**src/include/ddc_params.svh**
```systemverilog
`ifndef DDC_PARAMS_SVH
`define DDC_PARAMS_SVH

// ==========================================================================
// datapath widths
// ==========================================================================
`define DDC_SAMPLE_W        14      // adc word
`define DDC_TIME_W          26      // time-stamp counter
`define DDC_WORD_W          32      // apb data bus
`define DDC_ADDR_W          4       // apb byte address

// ==========================================================================
// trigger window and thresholds
// ==========================================================================
`define DDC_WINDOW          14      // entries 0 (newest) .. 13 (oldest)
`define DDC_NEG_LIMIT       8192    // codes at or above are negative samples
`define DDC_FULL_SCALE      16384   // magnitude = full scale - raw code
`define DDC_PEAK_THRESHOLD  2760    // gained peak must exceed this
`define DDC_PEAK_LIMIT      8000    // saturation, results forced to zero
`define DDC_GAIN_B          12      // channel b detection gain

// ==========================================================================
// register map
// ==========================================================================
`define DDC_REG_PEAK        'h0
`define DDC_REG_TAIL        'h4
`define DDC_REG_TIME        'h8
`define DDC_REG_CTRL        'hC     // write = snapshot, read = 0

`endif
```
**src/design/ddc_pkg.sv**
```systemverilog
package ddc_pkg;

    // widths follow the params header
    typedef logic [13:0] sample_t;  // raw adc code in two's complement
    typedef logic [13:0] mag_t;     // magnitude of a negative sample

    typedef logic [25:0] stamp_t;   // free-running time stamp

    // apb side
    typedef logic [31:0] word_t;
    typedef logic [3:0]  addr_t;

endpackage : ddc_pkg

```
**src/design/ddc_regs.sv**
```systemverilog
`include "ddc_params.svh"

module ddc_regs import ddc_pkg::*;
(
    input  logic  clk,
    input  logic  rst_n,

    // channel a results
    input  logic  hit_a,
    input  mag_t  peak_a,
    input  mag_t  tail_a,

    // channel b results, also time stamped
    input  logic  hit_b,
    input  mag_t  peak_b,
    input  mag_t  tail_b,

    // apb slave, zero wait states
    input  logic  psel,
    input  logic  penable,
    input  logic  pwrite,
    input  addr_t paddr,
    input  word_t pwdata,   // ctrl is a command register, value is don't-care
    output word_t prdata
);

    // two 14-bit channel values packed into one bus word
    function automatic word_t pack_pair(input mag_t lo, input mag_t hi);
        return {2'b00, hi, 2'b00, lo};
    endfunction

    // ======================================================================
    // time-stamp counter
    // ======================================================================
    stamp_t time_cnt;

    always_ff @(posedge clk or negedge rst_n)
    begin
        if (!rst_n)
            time_cnt <= '0;
        else
            time_cnt <= time_cnt + 1'b1;    // wraps at 2**26
    end

    // ======================================================================
    // live results, follow every hit
    // ======================================================================
    mag_t   live_peak_a, live_tail_a;
    mag_t   live_peak_b, live_tail_b;
    stamp_t live_time;

    always_ff @(posedge clk or negedge rst_n)
    begin
        if (!rst_n)
        begin
            live_peak_a <= '0;
            live_tail_a <= '0;
            live_peak_b <= '0;
            live_tail_b <= '0;
            live_time   <= '0;
        end
        else
        begin
            if (hit_a)
            begin
                live_peak_a <= peak_a;
                live_tail_a <= tail_a;
            end
            if (hit_b)
            begin
                live_peak_b <= peak_b;
                live_tail_b <= tail_b;
                live_time   <= time_cnt;    // counter value at this edge
            end
        end
    end

    // ======================================================================
    // snapshot shadows and apb decode
    // ======================================================================
    logic   acc;            // access phase
    logic   snap;
    mag_t   shd_peak_a, shd_tail_a;
    mag_t   shd_peak_b, shd_tail_b;
    stamp_t shd_time;

    assign acc  = psel & penable;
    assign snap = acc & pwrite & (paddr == `DDC_ADDR_W'(`DDC_REG_CTRL));

    always_ff @(posedge clk or negedge rst_n)
    begin
        if (!rst_n)
        begin
            shd_peak_a <= '0;
            shd_tail_a <= '0;
            shd_peak_b <= '0;
            shd_tail_b <= '0;
            shd_time   <= '0;
        end
        else if (snap)      // a hit on the same edge lands in the next snapshot
        begin
            shd_peak_a <= live_peak_a;
            shd_tail_a <= live_tail_a;
            shd_peak_b <= live_peak_b;
            shd_tail_b <= live_tail_b;
            shd_time   <= live_time;
        end
    end

    // read mux, only drives during a read access
    always_comb
    begin
        prdata = '0;
        if (acc && !pwrite)
        begin
            case (paddr)
                `DDC_ADDR_W'(`DDC_REG_PEAK): prdata = pack_pair(shd_peak_a, shd_peak_b);
                `DDC_ADDR_W'(`DDC_REG_TAIL): prdata = pack_pair(shd_tail_a, shd_tail_b);
                `DDC_ADDR_W'(`DDC_REG_TIME):
                    prdata = {{(`DDC_WORD_W - `DDC_TIME_W){1'b0}}, shd_time};
                default: prdata = '0;   // ctrl and holes read 0
            endcase
        end
    end

endmodule : ddc_regs

```
**config.mk**
```make
export PLATFORM = sky130hd
export DESIGN_NAME = ddc_regs
export DESIGN_NICKNAME = d
export VERILOG_FILES = /design/src/design/ddc_pkg.sv /design/src/design/ddc_regs.sv
export VERILOG_INCLUDE_DIRS = /design/src /design/src/include
export SDC_FILE = /design/constraint.sdc
export NUM_CORES = 1
export LEC_CHECK = 0
export ABC_AREA = 1
export CORE_ASPECT_RATIO = 0.5
export CORE_MARGIN = 2
export CORE_UTILIZATION = 53
export CTS_CLUSTER_DIAMETER = 150
export DETAILED_ROUTE_END_ITERATION = 10
export DONT_BUFFER_PORTS = 1
export PLACE_DENSITY = 0.68
export SLEW_MARGIN = 20
export SYNTH_ARGS = -nofsm -noshare
export SYNTH_HDL_FRONTEND = slang
export SYNTH_SLANG_ARGS = --single-unit
```
**constraint.sdc**
```tcl
create_clock -name clk -period 1.9 [get_ports clk]
set_clock_uncertainty 0.1 [all_clocks]
set_input_delay 0.095 -clock clk [delete_from_list [all_inputs] [get_ports clk]]
set_output_delay 0.095 -clock clk [all_outputs]
set_load 0.005 [all_outputs]
```
==> results by group <==
Logic synthesis
  – Syn Std Cell Area: slightly above 8000 µm²
  – Dominant synthesized flop cell: dfrtp_1
  – #FFs+latches synth: 190
  – Yosys cell types: 22
  – Avg Cell Area, Syn: between 8 and 9 µm²
  – Register area share after synthesis: roughly 58%
  – Most area-consuming cells after synthesis: dfrtp_1, nand2_1, nand3_1, inv_1, o21ai_0
  – Post-synth ARST share: 100%
  – Yosys top cell by area: dfrtp_1
  – Number of synthesized flops with an enable pin: 0
  – Yosys warnings: 0
  – Synth top area share: ~58%
  – Synth Instances: 964

Floorplanning
  – FP Rows: 32
  – Placeable Area: 15,300 µm²
  – Io pins: roughly 130
  – Die X: 180 µm
  – Die ar.: 16,600 µm²
  – Die Y-Extent: just over 90 µm
  – Starting density of the core: 53.8%

Clock network
  – CTS max path bufs: 2
  – Root Driver: clkbuf_16
  – # H-tree levels: 4
  – Clock Sinks: 190
  – Hold Buf Count CTS: 114
  – Num CTS Buffers: 17
  – Reg clk slew, reported paths: approximately 80 ps
  – Worst skew pair latency: between 400 and 500 ps
  – TritonCTS clock tree: built

Power
  – Clock share of power: 39.9%
  – Power Dens Cells: between 800 and 900 nW/µm²
  – Worst vdd ir: between 0.7 and 0.8 mV
  – Net Sw Power: about 2.2 mW
  – Flop pwr share: roughly 52%
  – Combinational share of power: 8.3%
  – Sw Share: roughly a quarter
  – Internal power: approximately 6.4 mW
  – Leakage power: around 4.7 nW

Setup path
  – Crit Path Max Fanout: 1
  – Worst Path Arrival: between 1500 and 2000 ps
  – Max stage delay cell, worst path: dlygate4sd3_1
  – Crit path launch type: primary input
  – CP endpoint kind: register
  – Max stage delay on crit path: about 590 ps
  – Crit Path Class: primary input to register
  – Crit-path most repeated cell: dlygate4sd3_1
  – Crit path required time: about 2100 ps
  – Worst path cell trace: dlygate4sd3_1, nand2_1, dlygate4sd3_1, o21ai_0, dlygate4sd3_1

STA
  – Hold Fails Final Rpt: 193
  – Relative slew slack: between 50% and 60%
  – Minimum hold slack: -745 ps
  – Max Clk Rate: 564 MHz
  – Setup TNS: 0 ps
  – Worst Tran Pin Value: about 660 ps
  – RSZ-0062 raised after global routing: false
  – Pins Over Slew Limit: 0
  – Worst Setup Slack, final: between 100 and 150 ps
  – Tcrit/Tclk final: between 90 and 100%
  – Setup-failing EPs final: 0
  – Final min period: between 1500 and 2000 ps

Final layout
  – Fin util: between 60 and 70%
  – Most frequent cells in the layout: nand2_1, dfrtp_1, inv_1, nand3_1, dlygate4sd3_1
  – Area delta synth->final: 21.7%
  – Diodes inserted: 0
  – Share of layout cells above drive strength 1: 4.33%
  – Final #Nets: 1,150
  – Most common cell after layout, fill and taps aside: nand2_1
  – Final Non-Filler Cells: 1,266

Outcome
  – Failing checks: hold timing
  – Status: finished with violations

Detailed routing
  – DRC violations left: 0
  – DRT Pass-1 Iters: 5
  – Final WL: a little under 20,000 µm
  – Routed via count: roughly 6,700
  – Antenna-violating nets left: 0
  – Vias per cell: ~5.3
  – DR iter-0 viols: ~710
  – DR WL/cell: 15.3 µm

Placement
  – Dpl ws: about 230 ps
  – Post-DP HPWL: around 11,000 µm
  – Placed instance count: ~1,100
  – GPL Wtd Cong: 0.818
  – Port bufs: 0

GRT
  – First-pass GRT wire length: ~32,000 µm
  – Number of global-route vias before repair: ~6,400
  – Grt total ovfl: 0
  – Initial antenna violation count: 0
  – GRT Total Usage: 24.3%
  – Largest net degree at the start of global routing: 191

Hold path
  – Hold WC Path Type: primary input to asynchronous set/reset pin

Flow run
  – Max cap viols: 0
==> through the flow <==
step / instance area, µm² / hold WS (ps) / power, mW
6_report: 10000 / -745 / 8.61
2_1_floorplan: 8230 / -301 / 4.86
5_1_grt: 10000 / -764 / 8.95
3_5_place_dp: 8280 / -297 / 4.95
3_3_place_gp: 8280 / -295 / 4.93
4_1_cts: 10000 / -753 / 8.64
==> sequential cells by signal, indices dropped and copies added (netlist names) <==
signal / cells
live_time: 26
shd_time: 26
time_cnt: 26
live_peak_a: 14
live_peak_b: 14
live_tail_a: 14
live_tail_b: 14
shd_peak_a: 14
shd_peak_b: 14
shd_tail_a: 14
shd_tail_b: 14
==> cells in the mapped netlist, types with 2 or more instances <==
| cell | n |
|---|---|
| o21ai_0 | 82 |
| nand2_1 | 250 |
| nor2_1 | 37 |
| inv_1 | 119 |
| nand3_1 | 116 |
| nor2_2 | 2 |
| xnor2_1 | 7 |
| buf_2 | 18 |
| clkbuf_1 | 20 |
| xor2_1 | 8 |
| nor3_1 | 2 |
| dfrtp_1 | 190 |
| o21ai_1 | 82 |
| buf_4 | 5 |
| a21oi_1 | 5 |
| buf_1 | 4 |
| buf_6 | 8 |
| nand3b_1 | 5 |
==> cell type report <==
cell class	instances	area, µm²
Tap cell	204	255
Sequential cell	190	4750
Fill cell	1205	5280
Clock inverter	13	128
Timing Repair Buffer	121	1250
Clock buffer	18	439
Multi-Input combinational cell	600	2740
Inverter	120	450
==> kinds of logic (layout without fill, tap and decap cells) <==
family / after synthesis / count (layout) / share of synthesized area [%]
fa+ha+maj: 1 / 1 / 0.152
simple gates: 413 / 413 / 20.9
buf+inv: 175 / 272 / 9.21
flops: 190 / 190 / 57.8
xor+xnor: 15 / 15 / 1.60
compound gates: 169 / 169 / 10.3
other cells: 1 / 2 / 0.0456
==> worst paths after layout <==
path	start	end	slack, ps	depth (start not counted)
min in group clk	hit_b	live_tail_b[5]$_DFFE_PN0P_	-20	3
max in group asynchronous	rst_n	live_time[20]$_DFFE_PN0P_	2080	0
setup / recovery	peak_a[12]	live_peak_a[12]$_DFFE_PN0P_	130	5
hold / removal	rst_n	live_tail_a[6]$_DFFE_PN0P_	-750	0
setup reg to reg	time_cnt[2]$_DFF_PN0_	time_cnt[23]$_DFF_PN0_	250	7
hold reg to reg	shd_peak_a[5]$_DFFE_PN0P_	shd_peak_a[5]$_DFFE_PN0P_	390	2
==> timing repair <==
item,4_1_cts,5_1_grt
hold endpoints to repair,272,190
endpoints found under the setup margin,0,2
buffers inserted,0,0
gates resized for setup,0,1
==> power groups by stage <==
stage               combinational (mW)  clock [mW]  sequential, mW
finish                           0.711        3.44            4.46
global route                     0.802        3.66            4.49
CTS                              0.694        3.49            4.45
detailed placement               0.422           0            4.53
global placement                 0.403           0            4.53
floorplan                        0.375           0            4.49
==> worst max-delay path: cells and delay by family <==
family | cells | cell delay [ps]
compound gates | 1 | 100
buf+inv | 3 | 1700
simple gates | 1 | 70
==> layer usage <==
metal	up-vias	track usage, %	routed length (µm)
met1	3262	36.6	9540
met4	0	5.78	162
met3	15	3.65	1010
met2	199	37.2	8710
met5	-	0	0
li1	3228	-	-
Power figures use the tool's default switching activity.
