--- src/include/ddc_params.svh ---
`ifndef DDC_PARAMS_SVH
`define DDC_PARAMS_SVH

// ==========================================================================
// datapath widths
// ==========================================================================
`define DDC_SAMPLE_W        14      // adc word
`define DDC_TIME_W          26      // time-stamp counter
`define DDC_WORD_W          32      // apb data bus
`define DDC_ADDR_W          4       // apb byte address

// ==========================================================================
// trigger window and thresholds
// ==========================================================================
`define DDC_WINDOW          14      // entries 0 (newest) .. 13 (oldest)
`define DDC_NEG_LIMIT       8192    // codes at or above are negative samples
`define DDC_FULL_SCALE      16384   // magnitude = full scale - raw code
`define DDC_PEAK_THRESHOLD  2760    // gained peak must exceed this
`define DDC_PEAK_LIMIT      8000    // saturation, results forced to zero
`define DDC_GAIN_B          12      // channel b detection gain

// ==========================================================================
// register map
// ==========================================================================
`define DDC_REG_PEAK        'h0
`define DDC_REG_TAIL        'h4
`define DDC_REG_TIME        'h8
`define DDC_REG_CTRL        'hC     // write = snapshot, read = 0

`endif
--- src/design/ddc_pkg.sv ---
package ddc_pkg;

    // widths follow the params header
    typedef logic [13:0] sample_t;  // raw adc code in two's complement
    typedef logic [13:0] mag_t;     // magnitude of a negative sample

    typedef logic [25:0] stamp_t;   // free-running time stamp

    // apb side
    typedef logic [31:0] word_t;
    typedef logic [3:0]  addr_t;

endpackage : ddc_pkg

--- src/design/tap_if.sv ---
// fixed taps of one channel window, newest entry is 0
interface tap_if import ddc_pkg::*; ();

    logic accept;       // current input sample is negative
    mag_t pre_peak;     // entry 13
    mag_t peak;         // entry 12
    mag_t post_peak;    // entry 11
    mag_t pre_tail;     // entry 2
    mag_t mid_tail;     // entry 1
    mag_t post_tail;    // entry 0

    modport source
    (
        output accept, pre_peak, peak, post_peak,
        output pre_tail, mid_tail, post_tail
    );

    modport sink
    (
        input accept, pre_peak, peak, post_peak,
        input pre_tail, mid_tail, post_tail
    );

endinterface : tap_if

--- src/design/sample_window.sv ---
`include "ddc_params.svh"

module sample_window import ddc_pkg::*;
(
    input  logic    clk,
    input  logic    rst_n,
    input  sample_t raw,        // adc code, sampled every cycle
    tap_if.source   taps
);

    // ======================================================================
    // magnitude of the incoming sample
    // ======================================================================
    logic [`DDC_SAMPLE_W:0] mag_full;   // one spare bit for the subtract
    mag_t                   mag_in;
    logic                   neg;

    assign neg      = (raw >= `DDC_NEG_LIMIT);  // upper half of the code range
    assign mag_full = `DDC_FULL_SCALE - raw;
    assign mag_in   = mag_t'(mag_full);         // 8192 .. 1 for negative codes

    // ======================================================================
    // window shift register
    // ======================================================================
    mag_t win [`DDC_WINDOW];    // win[0] newest

    always_ff @(posedge clk or negedge rst_n)
    begin
        if (!rst_n)
        begin
            for (int i = 0; i < `DDC_WINDOW; i++)
            begin
                win[i] <= '0;
            end
        end
        else if (neg)                   // positive samples leave it frozen
        begin
            win[0] <= mag_in;
            for (int i = 1; i < `DDC_WINDOW; i++)
            begin
                win[i] <= win[i-1];     // age by one entry
            end
        end
    end

    // taps show the window before the shift on this edge
    assign taps.accept    = neg;
    assign taps.pre_peak  = win[`DDC_WINDOW-1];
    assign taps.peak      = win[`DDC_WINDOW-2];
    assign taps.post_peak = win[`DDC_WINDOW-3];

    // tail end of the window
    assign taps.pre_tail  = win[2];
    assign taps.mid_tail  = win[1];
    assign taps.post_tail = win[0];

endmodule : sample_window

--- src/flat_wrapper.sv ---
// flat-port wrapper written by rule: the top's interface ports become plain ports
module sample_window_flat import ddc_pkg::*;
  (clk, rst_n, raw, taps_accept, taps_pre_peak, taps_peak, taps_post_peak, taps_pre_tail, taps_mid_tail, taps_post_tail);
  tap_if taps_i ();
  input  logic clk;
  input  logic rst_n;
  input  sample_t raw;
  output wire logic [$bits(taps_i.accept)-1:0] taps_accept;
  output wire logic [$bits(taps_i.pre_peak)-1:0] taps_pre_peak;
  output wire logic [$bits(taps_i.peak)-1:0] taps_peak;
  output wire logic [$bits(taps_i.post_peak)-1:0] taps_post_peak;
  output wire logic [$bits(taps_i.pre_tail)-1:0] taps_pre_tail;
  output wire logic [$bits(taps_i.mid_tail)-1:0] taps_mid_tail;
  output wire logic [$bits(taps_i.post_tail)-1:0] taps_post_tail;
  assign taps_accept = taps_i.accept;
  assign taps_pre_peak = taps_i.pre_peak;
  assign taps_peak = taps_i.peak;
  assign taps_post_peak = taps_i.post_peak;
  assign taps_pre_tail = taps_i.pre_tail;
  assign taps_mid_tail = taps_i.mid_tail;
  assign taps_post_tail = taps_i.post_tail;
  sample_window u_core (.clk(clk), .rst_n(rst_n), .raw(raw), .taps(taps_i));
endmodule
--- config.mk ---
export PLATFORM = sky130hd
export DESIGN_NAME = sample_window_flat
export DESIGN_NICKNAME = d
export VERILOG_FILES = /design/src/design/ddc_pkg.sv /design/src/design/tap_if.sv /design/src/design/sample_window.sv /design/src/flat_wrapper.sv
export VERILOG_INCLUDE_DIRS = /design/src /design/src/include
export SDC_FILE = /design/constraint.sdc
export NUM_CORES = 1
export LEC_CHECK = 0
export ABC_AREA = 1
export BUFFER_PORTS_ARGS = -buffer_cell sky130_fd_sc_hd__buf_2
export CORE_ASPECT_RATIO = 0.9
export CORE_MARGIN = 2
export CORE_UTILIZATION = 35
export CTS_CLUSTER_DIAMETER = 150
export DETAILED_ROUTE_END_ITERATION = 10
export SYNTH_ARGS = -nofsm -noshare
export SYNTH_HDL_FRONTEND = slang
export SYNTH_SLANG_ARGS = --single-unit
--- constraint.sdc ---
create_clock -name clk -period 0.8 [get_ports clk]
set_input_delay 0.04 -clock clk [delete_from_list [all_inputs] [get_ports clk]]
set_output_delay 0.04 -clock clk [all_outputs]
set_load 0.02 [all_outputs]
==> flow_summary.ini, run 1 <==
[synthesis]
yosys.area_share.xor_xnor_pct = 0.319
muxShareOfSynthArea_pct = 0
synthTopCellsByArea = dfrtp_1 60%, nand2_1 11%, buf_4 7.8%
synth_area_um2 = 8230
yosysTopAreaCellShare_pct = 59.6
syn_nets = 897
synth_compound_gate_area_share_pct = 11.1
synth-simple-area-share_pct = 12.5
ys_seq_area_share_pct = 59.6
synth_edf_count = 0
synthAdderAreaFrac_pct = 0.152
synth_area_leader_cell = dfrtp_1
synthFlopType = dfrtp_1
avgSynthCellArea_um2 = 9.35
synth_top_family_by_area = buffers and inverters
yosysWarnings = 0
ys_ff_latch = 196
yosysMostFrequentCell = nand2_1
synth_commonest_cells = 243 x nand2_1, 196 x dfrtp_1, 100 x inv_1
netlist_instances = 880
postSynth.asyncResetShare_pct = 100
ys_types = 17

[pwr]
clockPowerShare_pct = 33.1
switching_share_pct = 29.4
power_frac_seq_pct = 46.7
p_comb_share_pct = 20.2
switchingPower_mw = 7.58
p_leak_nw = 5.08
p_int_mw = 18.2
peakVddDrop_mv = 1.35
p_per_area_nw_per_um2 = 2430

[critical_path]
worstRegToRegCells = 4
crit_path_start_kind = flop
cp.required_ps = 760
critPathLaunch = u_core.taps.post_tail[13]
crit_arrival_ps = 1040
critical_path_class = flop to output port
regToRegSetupSlack_ps = -100
cp_max_fo = 2
path_cells = buf_6
path_delay_family = flip-flops
endpoint_kind = output port
critical_path_depth = 1
critPathSlowestCell = dfrtp_2
path_buf_inv = 1
cpPeakStageDelay_ps = 450
reg2reg_from = u_core.taps.mid_tail[3]

[place]
portBuffers = 100
gp_congestion = 0.749
dp_slack_ps = -212
placed_area_um2 = 8570
place_hpwl_um = 10400

[sta]
setup_viol = 101
finalWorstSetupSlack_ps = -276
rsz0062_at_grt = true
period_needed_ps = 1080
whs_ps = -21.4
clock_skew_ps = 11.5
fmax_mhz = 930
tightest_slew_ps = 343
maxSlewHeadroom_pct = 77.1
hold_violations = 2
period_share_pct = 134
finalSetupTns_ps = -19270
slew_violations = 0

[die]
fp-row-count = 53
core_um2 = 23200
die_w_um = 166
die_h_um = 149
die_area_um2 = 24700
start_util_pct = 35.4
pin_count = 101

[clocking]
cts_buffer_depth = 2
cts_tree = yes
cts_sinks = 196
cts_root_buf = clkbuf_16
clkTransAtPathRegs_ps = 70
h-tree-depth = 4
cts_made_buffers = 17
clk_latency_ps = 440

[routing]
drt_iter0_drc = 422
drc = 0
antenna_left = 0
via_per_inst = 4.44
vias = 5746
finalWirelength_um = 17200
dr.pass1.iters = 4
wire_per_inst_um = 13.3

[global_routing]
grt_max_degree = 71
overflow = 0
antenna_found_initial = 0
first_global_vias = 5488
grt_pass1_wl_um = 27800
grt_usage_pct = 14.0

[layout]
fin_area_um2 = 10600
nets = 997
areaGrowthSynthToFinish_pct = 28.9
diodes = 0
drive_gt1_share_pct = 30.8

[flow_run]
drv_cap = 0

[worst_hold_path]
holdCritPathClass = input port to flop
hold_start = raw[5]
min_path_cells = 4

[outcome]
status = complete, but fails checks
violations = hold timing, setup timing
final timing paths:
path                                            end
hold / removal             u_core.taps.post_tail[5]
max in group asynchronous   u_core.taps.mid_tail[3]
hold reg to reg                      u_core.win[65]
setup / recovery                 taps_post_tail[13]
setup reg to reg            u_core.taps.pre_tail[3]
min in group asynchronous           u_core.win[140]
power groups by stage:
stage	Combinational, mW	Clock [mW]	Sequential [mW]
6_report	5.22	8.54	12.0
5_1_grt	5.73	9.27	12.2
4_1_cts	4.78	8.75	12.0
3_5_place_dp	3.57	0	12.1
3_3_place_gp	3.48	0	12.1
2_1_floorplan	3.07	0	11.9
flip-flops by register name (all words and copies together) (netlist names):
signal,cells
u_core.taps.post_tail,14
u_core.taps.mid_tail,14
u_core.taps.peak,14
u_core.taps.post_peak,14
u_core.win,112
u_core.taps.pre_peak,14
u_core.taps.pre_tail,14
routing by layer:
layer / GRT usage [%] / wire [µm] / vias up
met3: 3.07 / 636 / 19
met4: 4.87 / 250 / 0
li1: - / - / 2861
met2: 21.1 / 8030 / 104
met1: 20.0 / 8300 / 2762
met5: 0 / 0 / -
stage by stage:
step                util (%)  power (mW)  instances  hold slack [ps]
finish                  45.7        25.8       1295            -21.4
global route            45.7        27.2       1295             7.70
CTS                     43.9        25.5       1280             6.82
detailed placement      36.9        15.7       1190            -15.4
global placement        36.9        15.6       1190            -17.5
floorplan                  -        15.0        880             -256
cell type report:
type / instances / area (µm²)
fillers: 2187 / 12600
flip-flops and latches: 196 / 4910
multi-input cells: 455 / 2180
repair buffers: 209 / 2150
clock buffers: 18 / 429
inverters: 101 / 384
well taps: 302 / 378
clock inverters: 14 / 166
cells by family after synthesis:
kind of cell / count (synthesis)
adder cells (fa/ha/maj): 1
AND/OR/NAND/NOR: 268
XOR/XNOR: 3
AO/OA/AOI/OAI: 183
flip-flops: 196
buffers and inverters: 229
worst reg2reg max path, delay by kind of cell (launching register included):
family,cells,cell delay [ps]
AND/OR/NAND/NOR,1,50
buffers and inverters,2,230
AO/OA/AOI/OAI,1,60
flip-flops,1,440
cells in the final DEF (no fill, tap or decap), types with 17 or more instances in the layout:
master       n
buf_4       50
buf_6      121
clkbuf_16   17
dfrtp_1    193
inv_1       92
nand2_1    202
nand2_2     39
o21ai_0     58
o21ai_1    107
o21ai_2     18
repair_timing:
action,4_1_cts,5_1_grt
hold buffers,13,4
endpoints found under the hold margin,209,4
endpoints found under the setup margin,84,147
gates resized for setup,193,125
pin swaps,1,5
setup buffers,45,27
No activity file was read; power rests on OpenSTA's default activity.
==> run 2: changes to the inputs <==
--- a/config.mk
+++ b/config.mk
@@ -8,11 +8,14 @@
 export LEC_CHECK = 0
 export ABC_AREA = 1
 export BUFFER_PORTS_ARGS = -buffer_cell sky130_fd_sc_hd__buf_2
+export CELL_PAD_IN_SITES_DETAIL_PLACEMENT = 0
+export CELL_PAD_IN_SITES_GLOBAL_PLACEMENT = 2
 export CORE_ASPECT_RATIO = 0.9
 export CORE_MARGIN = 2
 export CORE_UTILIZATION = 35
 export CTS_CLUSTER_DIAMETER = 150
 export DETAILED_ROUTE_END_ITERATION = 10
+export PLACE_DENSITY_LB_ADDON = 0.1
 export SYNTH_ARGS = -nofsm -noshare
 export SYNTH_HDL_FRONTEND = slang
 export SYNTH_SLANG_ARGS = --single-unit
==> run 2 against run 1 <==
Against the previous run:
- cell area fell by 1.3%
- clock power grew 2%
- combinational power fell by 3%
- die area unchanged
- non-clock buffer count decreased by 10
- worst setup slack got worse by 6.8 ps
- flip-flop and latch count did not move
- via count is 1.6% lower
- the flow finishes with violations (setup timing)
- hold slack improved by 22 ps
==> flow_summary.ini, run 2 (synthesized netlist as in run 1, its figures left out) <==
[place]
portBuffers = 100
placed_area_um2 = 8540
gp_congestion = 0.742
dp_slack_ps = -202
dp.cells = 1186
place_hpwl_um = 11400

[pwr]
p_leak_nw = 4.99
total_power_mw = 25.8
p_per_area_nw_per_um2 = 2470
peakVddDrop_mv = 1.55

[routing]
detailroute.wirelength.met3_um = 685
wl_met2_um = 8740
via_per_inst = 4.40
dr.pass1.iters = 4
wire_per_inst_um = 13.9
finalWirelength_um = 17800
vias = 5655
drc = 0
antenna_left = 0
wl_met1_um = 8230
topRoutingLayerUsed = met4
drt_iter0_drc = 322

[die]
pin_count = 101
die_area_um2 = 24700
die_h_um = 149
core_um2 = 23200
die_w_um = 166
start_util_pct = 35.4
fp-row-count = 53

[layout]
fin_area_um2 = 10500
fin_cells = 1285
layout.cells.most_common = nand2_1
largest_reg_flops = 112
nets = 987
diodes = 0
areaGrowthSynthToFinish_pct = 27.2
fillers = 2329
final_cell_mix = 215 x nand2_1, 189 x dfrtp_1, 119 x buf_6
drive_gt1_share_pct = 29.1
regMostFlops = u_core.win

[clocking]
h-tree-depth = 4
clk_latency_ps = 440
cts_made_buffers = 17
cts_root_buf = clkbuf_16
clkTransAtPathRegs_ps = 80
cts_buffer_depth = 2
cts_sinks = 196
cts_tree = yes

[sta]
whs_ps = 0.479
tightest_slew_ps = 296
hold_violations = 0
period_share_pct = 135
finalWorstSetupSlack_ps = -282
maxSlewHeadroom_pct = 80.3
setup_viol = 94
rsz0062_at_grt = true
period_needed_ps = 1080
clock_skew_ps = 13.0
fmax_mhz = 924
slew_violations = 0

[critical_path]
cp_max_fo = 2
crit_arrival_ps = 1040
worstRegToRegCells = 4
critical_path_depth = 1
path_cells = buf_6
critPathSlowestCell = dfrtp_2
path_delay_family = flip-flops
critical_path_class = flop to output port
cp.required_ps = 760
path_buf_inv = 1
endpoint_kind = output port
crit_path_start_kind = flop
cpPeakStageDelay_ps = 460

[global_routing]
antenna_found_initial = 0
grt_max_degree = 74
first_global_vias = 5774
grt_pass1_wl_um = 29700
grt_usage_pct = 15.1
overflow = 0

[outcome]
status = complete, but fails checks
violations = setup timing

[flow_run]
drv_cap = 0

[worst_hold_path]
min_path_cells = 5
holdCritPathClass = input port to flop
run 2: cell count changes in the layout (fill, tap and decap cells not counted), sizes merged:
cell / previous run / this run
clkinv: 7 / 4
clkinvlp: 0 / 3
clkbuf: 19 / 18
dlygate4sd3: 13 / 11
buf: 195 / 187
bufinv: 1 / 2
run 2: repair_timing:
item | in CTS | in global routing
buffers inserted | 44 | 20
setup endpoints to repair | 84 | 140
endpoints found under the hold margin | 209 | 4
gates resized for setup | 191 | 110
pin swaps | 0 | 3
hold buffers | 11 | 4
run 2: stage by stage:
stage          setup TNS [ps]  utilization, %
3_5_place_dp            -1680            36.8
3_3_place_gp            -1420            36.8
6_report               -19140            45.1
4_1_cts                -20410            43.7
2_1_floorplan               0               -
5_1_grt                -23200            45.1
run 2: area by class of cell:
type / count / area, µm² / share of cell area [%]
inverters: 101 / 387 / 3.69
clock buffers: 17 / 425 / 4.07
flip-flops and latches: 196 / 4910 / 47.0
well taps: 302 / 378 / 3.61
repair buffers: 199 / 2070 / 19.8
clock inverters: 15 / 168 / 1.60
multi-input cells: 455 / 2120 / 20.2
run 2: report_power, final:
| group | switching, mW | total (mW) | internal, mW |
|---|---|---|---|
| logic | 2.63 | 5.07 | 2.44 |
| registers | 0.825 | 12.1 | 11.3 |
| clock network | 3.99 | 8.68 | 4.69 |
run 2: worst paths after layout:
| kind | startpoint | endpoint | slack, ps |
|---|---|---|---|
| min in group asynchronous | rst_n | u_core.win[87] | 60 |
| worst max-delay path | u_core.taps.post_tail[13] | taps_post_tail[13] | -280 |
| worst min-delay path | raw[5] | u_core.taps.post_tail[5] | 0.5 |
| worst max register to register | u_core.taps.post_tail[13] | u_core.taps.mid_tail[13] | -170 |
| max in group asynchronous | rst_n | u_core.taps.pre_peak[2] | 250 |
| worst min register to register | u_core.win[89] | u_core.win[75] | 470 |
run 2: layer usage:
layer  global-route usage [%]  up-vias
met2                     25.6       88
met4                     3.65        0
met1                     19.4     2739
met5                        0        -
met3                     3.91       11
li1                         -     2817
run 2: tightest hold or removal path, stage by stage:
cell     delay (ps)
buf_2            90
buf_4           100
nand2_1          50
nand3_1          60
o21ai_1          60
==> run 3: changes to the inputs <==
--- a/config.mk
+++ b/config.mk
@@ -13,9 +13,10 @@
 export CORE_ASPECT_RATIO = 0.9
 export CORE_MARGIN = 2
 export CORE_UTILIZATION = 35
-export CTS_CLUSTER_DIAMETER = 150
 export DETAILED_ROUTE_END_ITERATION = 10
+export GPL_ROUTABILITY_DRIVEN = 1
 export PLACE_DENSITY_LB_ADDON = 0.1
+export RECOVER_POWER = 25
 export SYNTH_ARGS = -nofsm -noshare
 export SYNTH_HDL_FRONTEND = slang
 export SYNTH_SLANG_ARGS = --single-unit
==> run 3 against run 2 <==
Against the previous run:
- the flow still finishes with violations (setup timing)
- die area did not move
- combinational power barely moved
- sequential power barely moved
- flip-flop and latch count did not move
- worst setup slack improved by 0.88 ps
- clock power barely moved
- total power barely moved
- utilization barely moved
- cell count did not move
- highest routed layer unchanged
==> flow_summary.ini, run 3 (synthesized netlist as in run 1, its figures left out) <==
[outcome]
status = complete, but fails checks
violations = setup timing

[clocking]
cts_root_buf = clkbuf_16
cts_made_buffers = 17
cts_buffer_depth = 2
h-tree-depth = 4
clk_latency_ps = 440
cts_sinks = 196
cts_tree = yes
clkTransAtPathRegs_ps = 80

[routing]
finalWirelength_um = 17800
antenna_left = 0
dr.pass1.iters = 5
drt_iter0_drc = 322
via_per_inst = 4.40
wire_per_inst_um = 13.9
vias = 5654
drc = 0

[sta]
hold_violations = 0
rsz0062_at_grt = true
clock_skew_ps = 14.0
period_needed_ps = 1080
period_share_pct = 135
maxSlewHeadroom_pct = 70.3
tightest_slew_ps = 445
setup_viol = 94
finalWorstSetupSlack_ps = -281
finalSetupTns_ps = -19100
fmax_mhz = 925
slew_violations = 0

[layout]
diodes = 0
largest_reg_flops = 112
regMostFlops = u_core.win
final_cell_mix = 215 x nand2_1, 189 x dfrtp_1, 119 x buf_6
nets = 987
fin_util_pct = 45.0
fin_cells = 1285
drive_gt1_share_pct = 29.1
areaGrowthSynthToFinish_pct = 27.1
layout.cells.most_common = nand2_1

[die]
die_h_um = 149
die_area_um2 = 24700
die_w_um = 166
start_util_pct = 35.4
core_um2 = 23200
pin_count = 101
fp-row-count = 53

[global_routing]
grt_usage_pct = 15.1
antenna_found_initial = 0
overflow = 0
grt_pass1_wl_um = 29700
first_global_vias = 5774
grt_max_degree = 74

[critical_path]
path_cells = buf_6
reg2reg_from = u_core.taps.post_tail[13]
crit_arrival_ps = 1040
cp.required_ps = 760
critPathLaunch = u_core.taps.post_tail[13]
path_buf_inv = 1
path_delay_family = flip-flops
cpPeakStageDelay_ps = 460
endpoint_kind = output port
critical_path_class = flop to output port
critPathSlowestCell = dfrtp_2
cp_max_fo = 2
crit_path_start_kind = flop

[place]
dp_slack_ps = -202
dp.cells = 1186
place_hpwl_um = 11400
gp_congestion = 0.742
portBuffers = 100

[worst_hold_path]
holdCritPathClass = input port to flop
hold_start = raw[5]

[pwr]
p_per_area_nw_per_um2 = 2470
p_leak_nw = 4.99
peakVddDrop_mv = 1.55

[flow_run]
drv_cap = 0
==> run 3: report_power, final <==
group / internal [mW] / leakage (nW) / switching [mW]
combinational: 2.43 / 2.15 / 2.63
clock: 4.69 / 0.284 / 3.99
sequential: 11.3 / 2.55 / 0.825
total: 18.4 / 4.99 / 7.45
==> run 3: layer usage <==
layer  vias up  global-route usage (%)  routed length [µm]
li1       2817                       -                   -
met1      2741                    19.4                8250
met2        86                    25.6                8740
met3        10                    3.91                 665
met4         0                    3.65                 153
met5         -                       0                   0
==> run 3: cell type report <==
type                    instances  area (µm²)
fillers                      2329       12800
flip-flops and latches        196        4910
multi-input cells             455        2120
repair buffers                199        2060
clock buffers                  17         425
inverters                     101         387
well taps                     302         378
clock inverters                15         168
==> run 3: metrics by stage <==
step | hold WS [ps] | total power [mW] | area (µm²)
after floorplan | -256 | 15.0 | 8240
after detailed placement | -41.6 | 15.8 | 8540
after CTS | 4.36 | 25.8 | 10100
final | 0.230 | 25.8 | 10500
after global routing | 16.2 | 27.3 | 10500
after global placement | -42.5 | 15.7 | 8540
==> run 3: repair_timing <==
action / in CTS / in global routing
endpoints found under the hold margin: 209 / 4
pin swaps: 0 / 3
resized for setup: 191 / 110
setup buffers: 44 / 20
gates cloned: 0 / 0
hold buffers: 11 / 4
setup endpoints to repair: 84 / 140
==> run 3: tightest hold or removal path, cell delays in order <==
cell and delay, ps:
buf_2 90, buf_4 100, nand2_1 50, nand3_1 60, o21ai_1 60
==> run 3: final timing paths <==
check	to	slack, ps	cells after the start
worst max-delay path	taps_post_tail[13]	-280	1
worst min-delay path	u_core.taps.post_tail[5]	0.2	5
worst max register to register	u_core.taps.post_tail[13]	-170	4
worst min register to register	u_core.win[75]	470	2
max in group asynchronous	u_core.win[94]	100	3
min in group asynchronous	u_core.win[87]	120	2
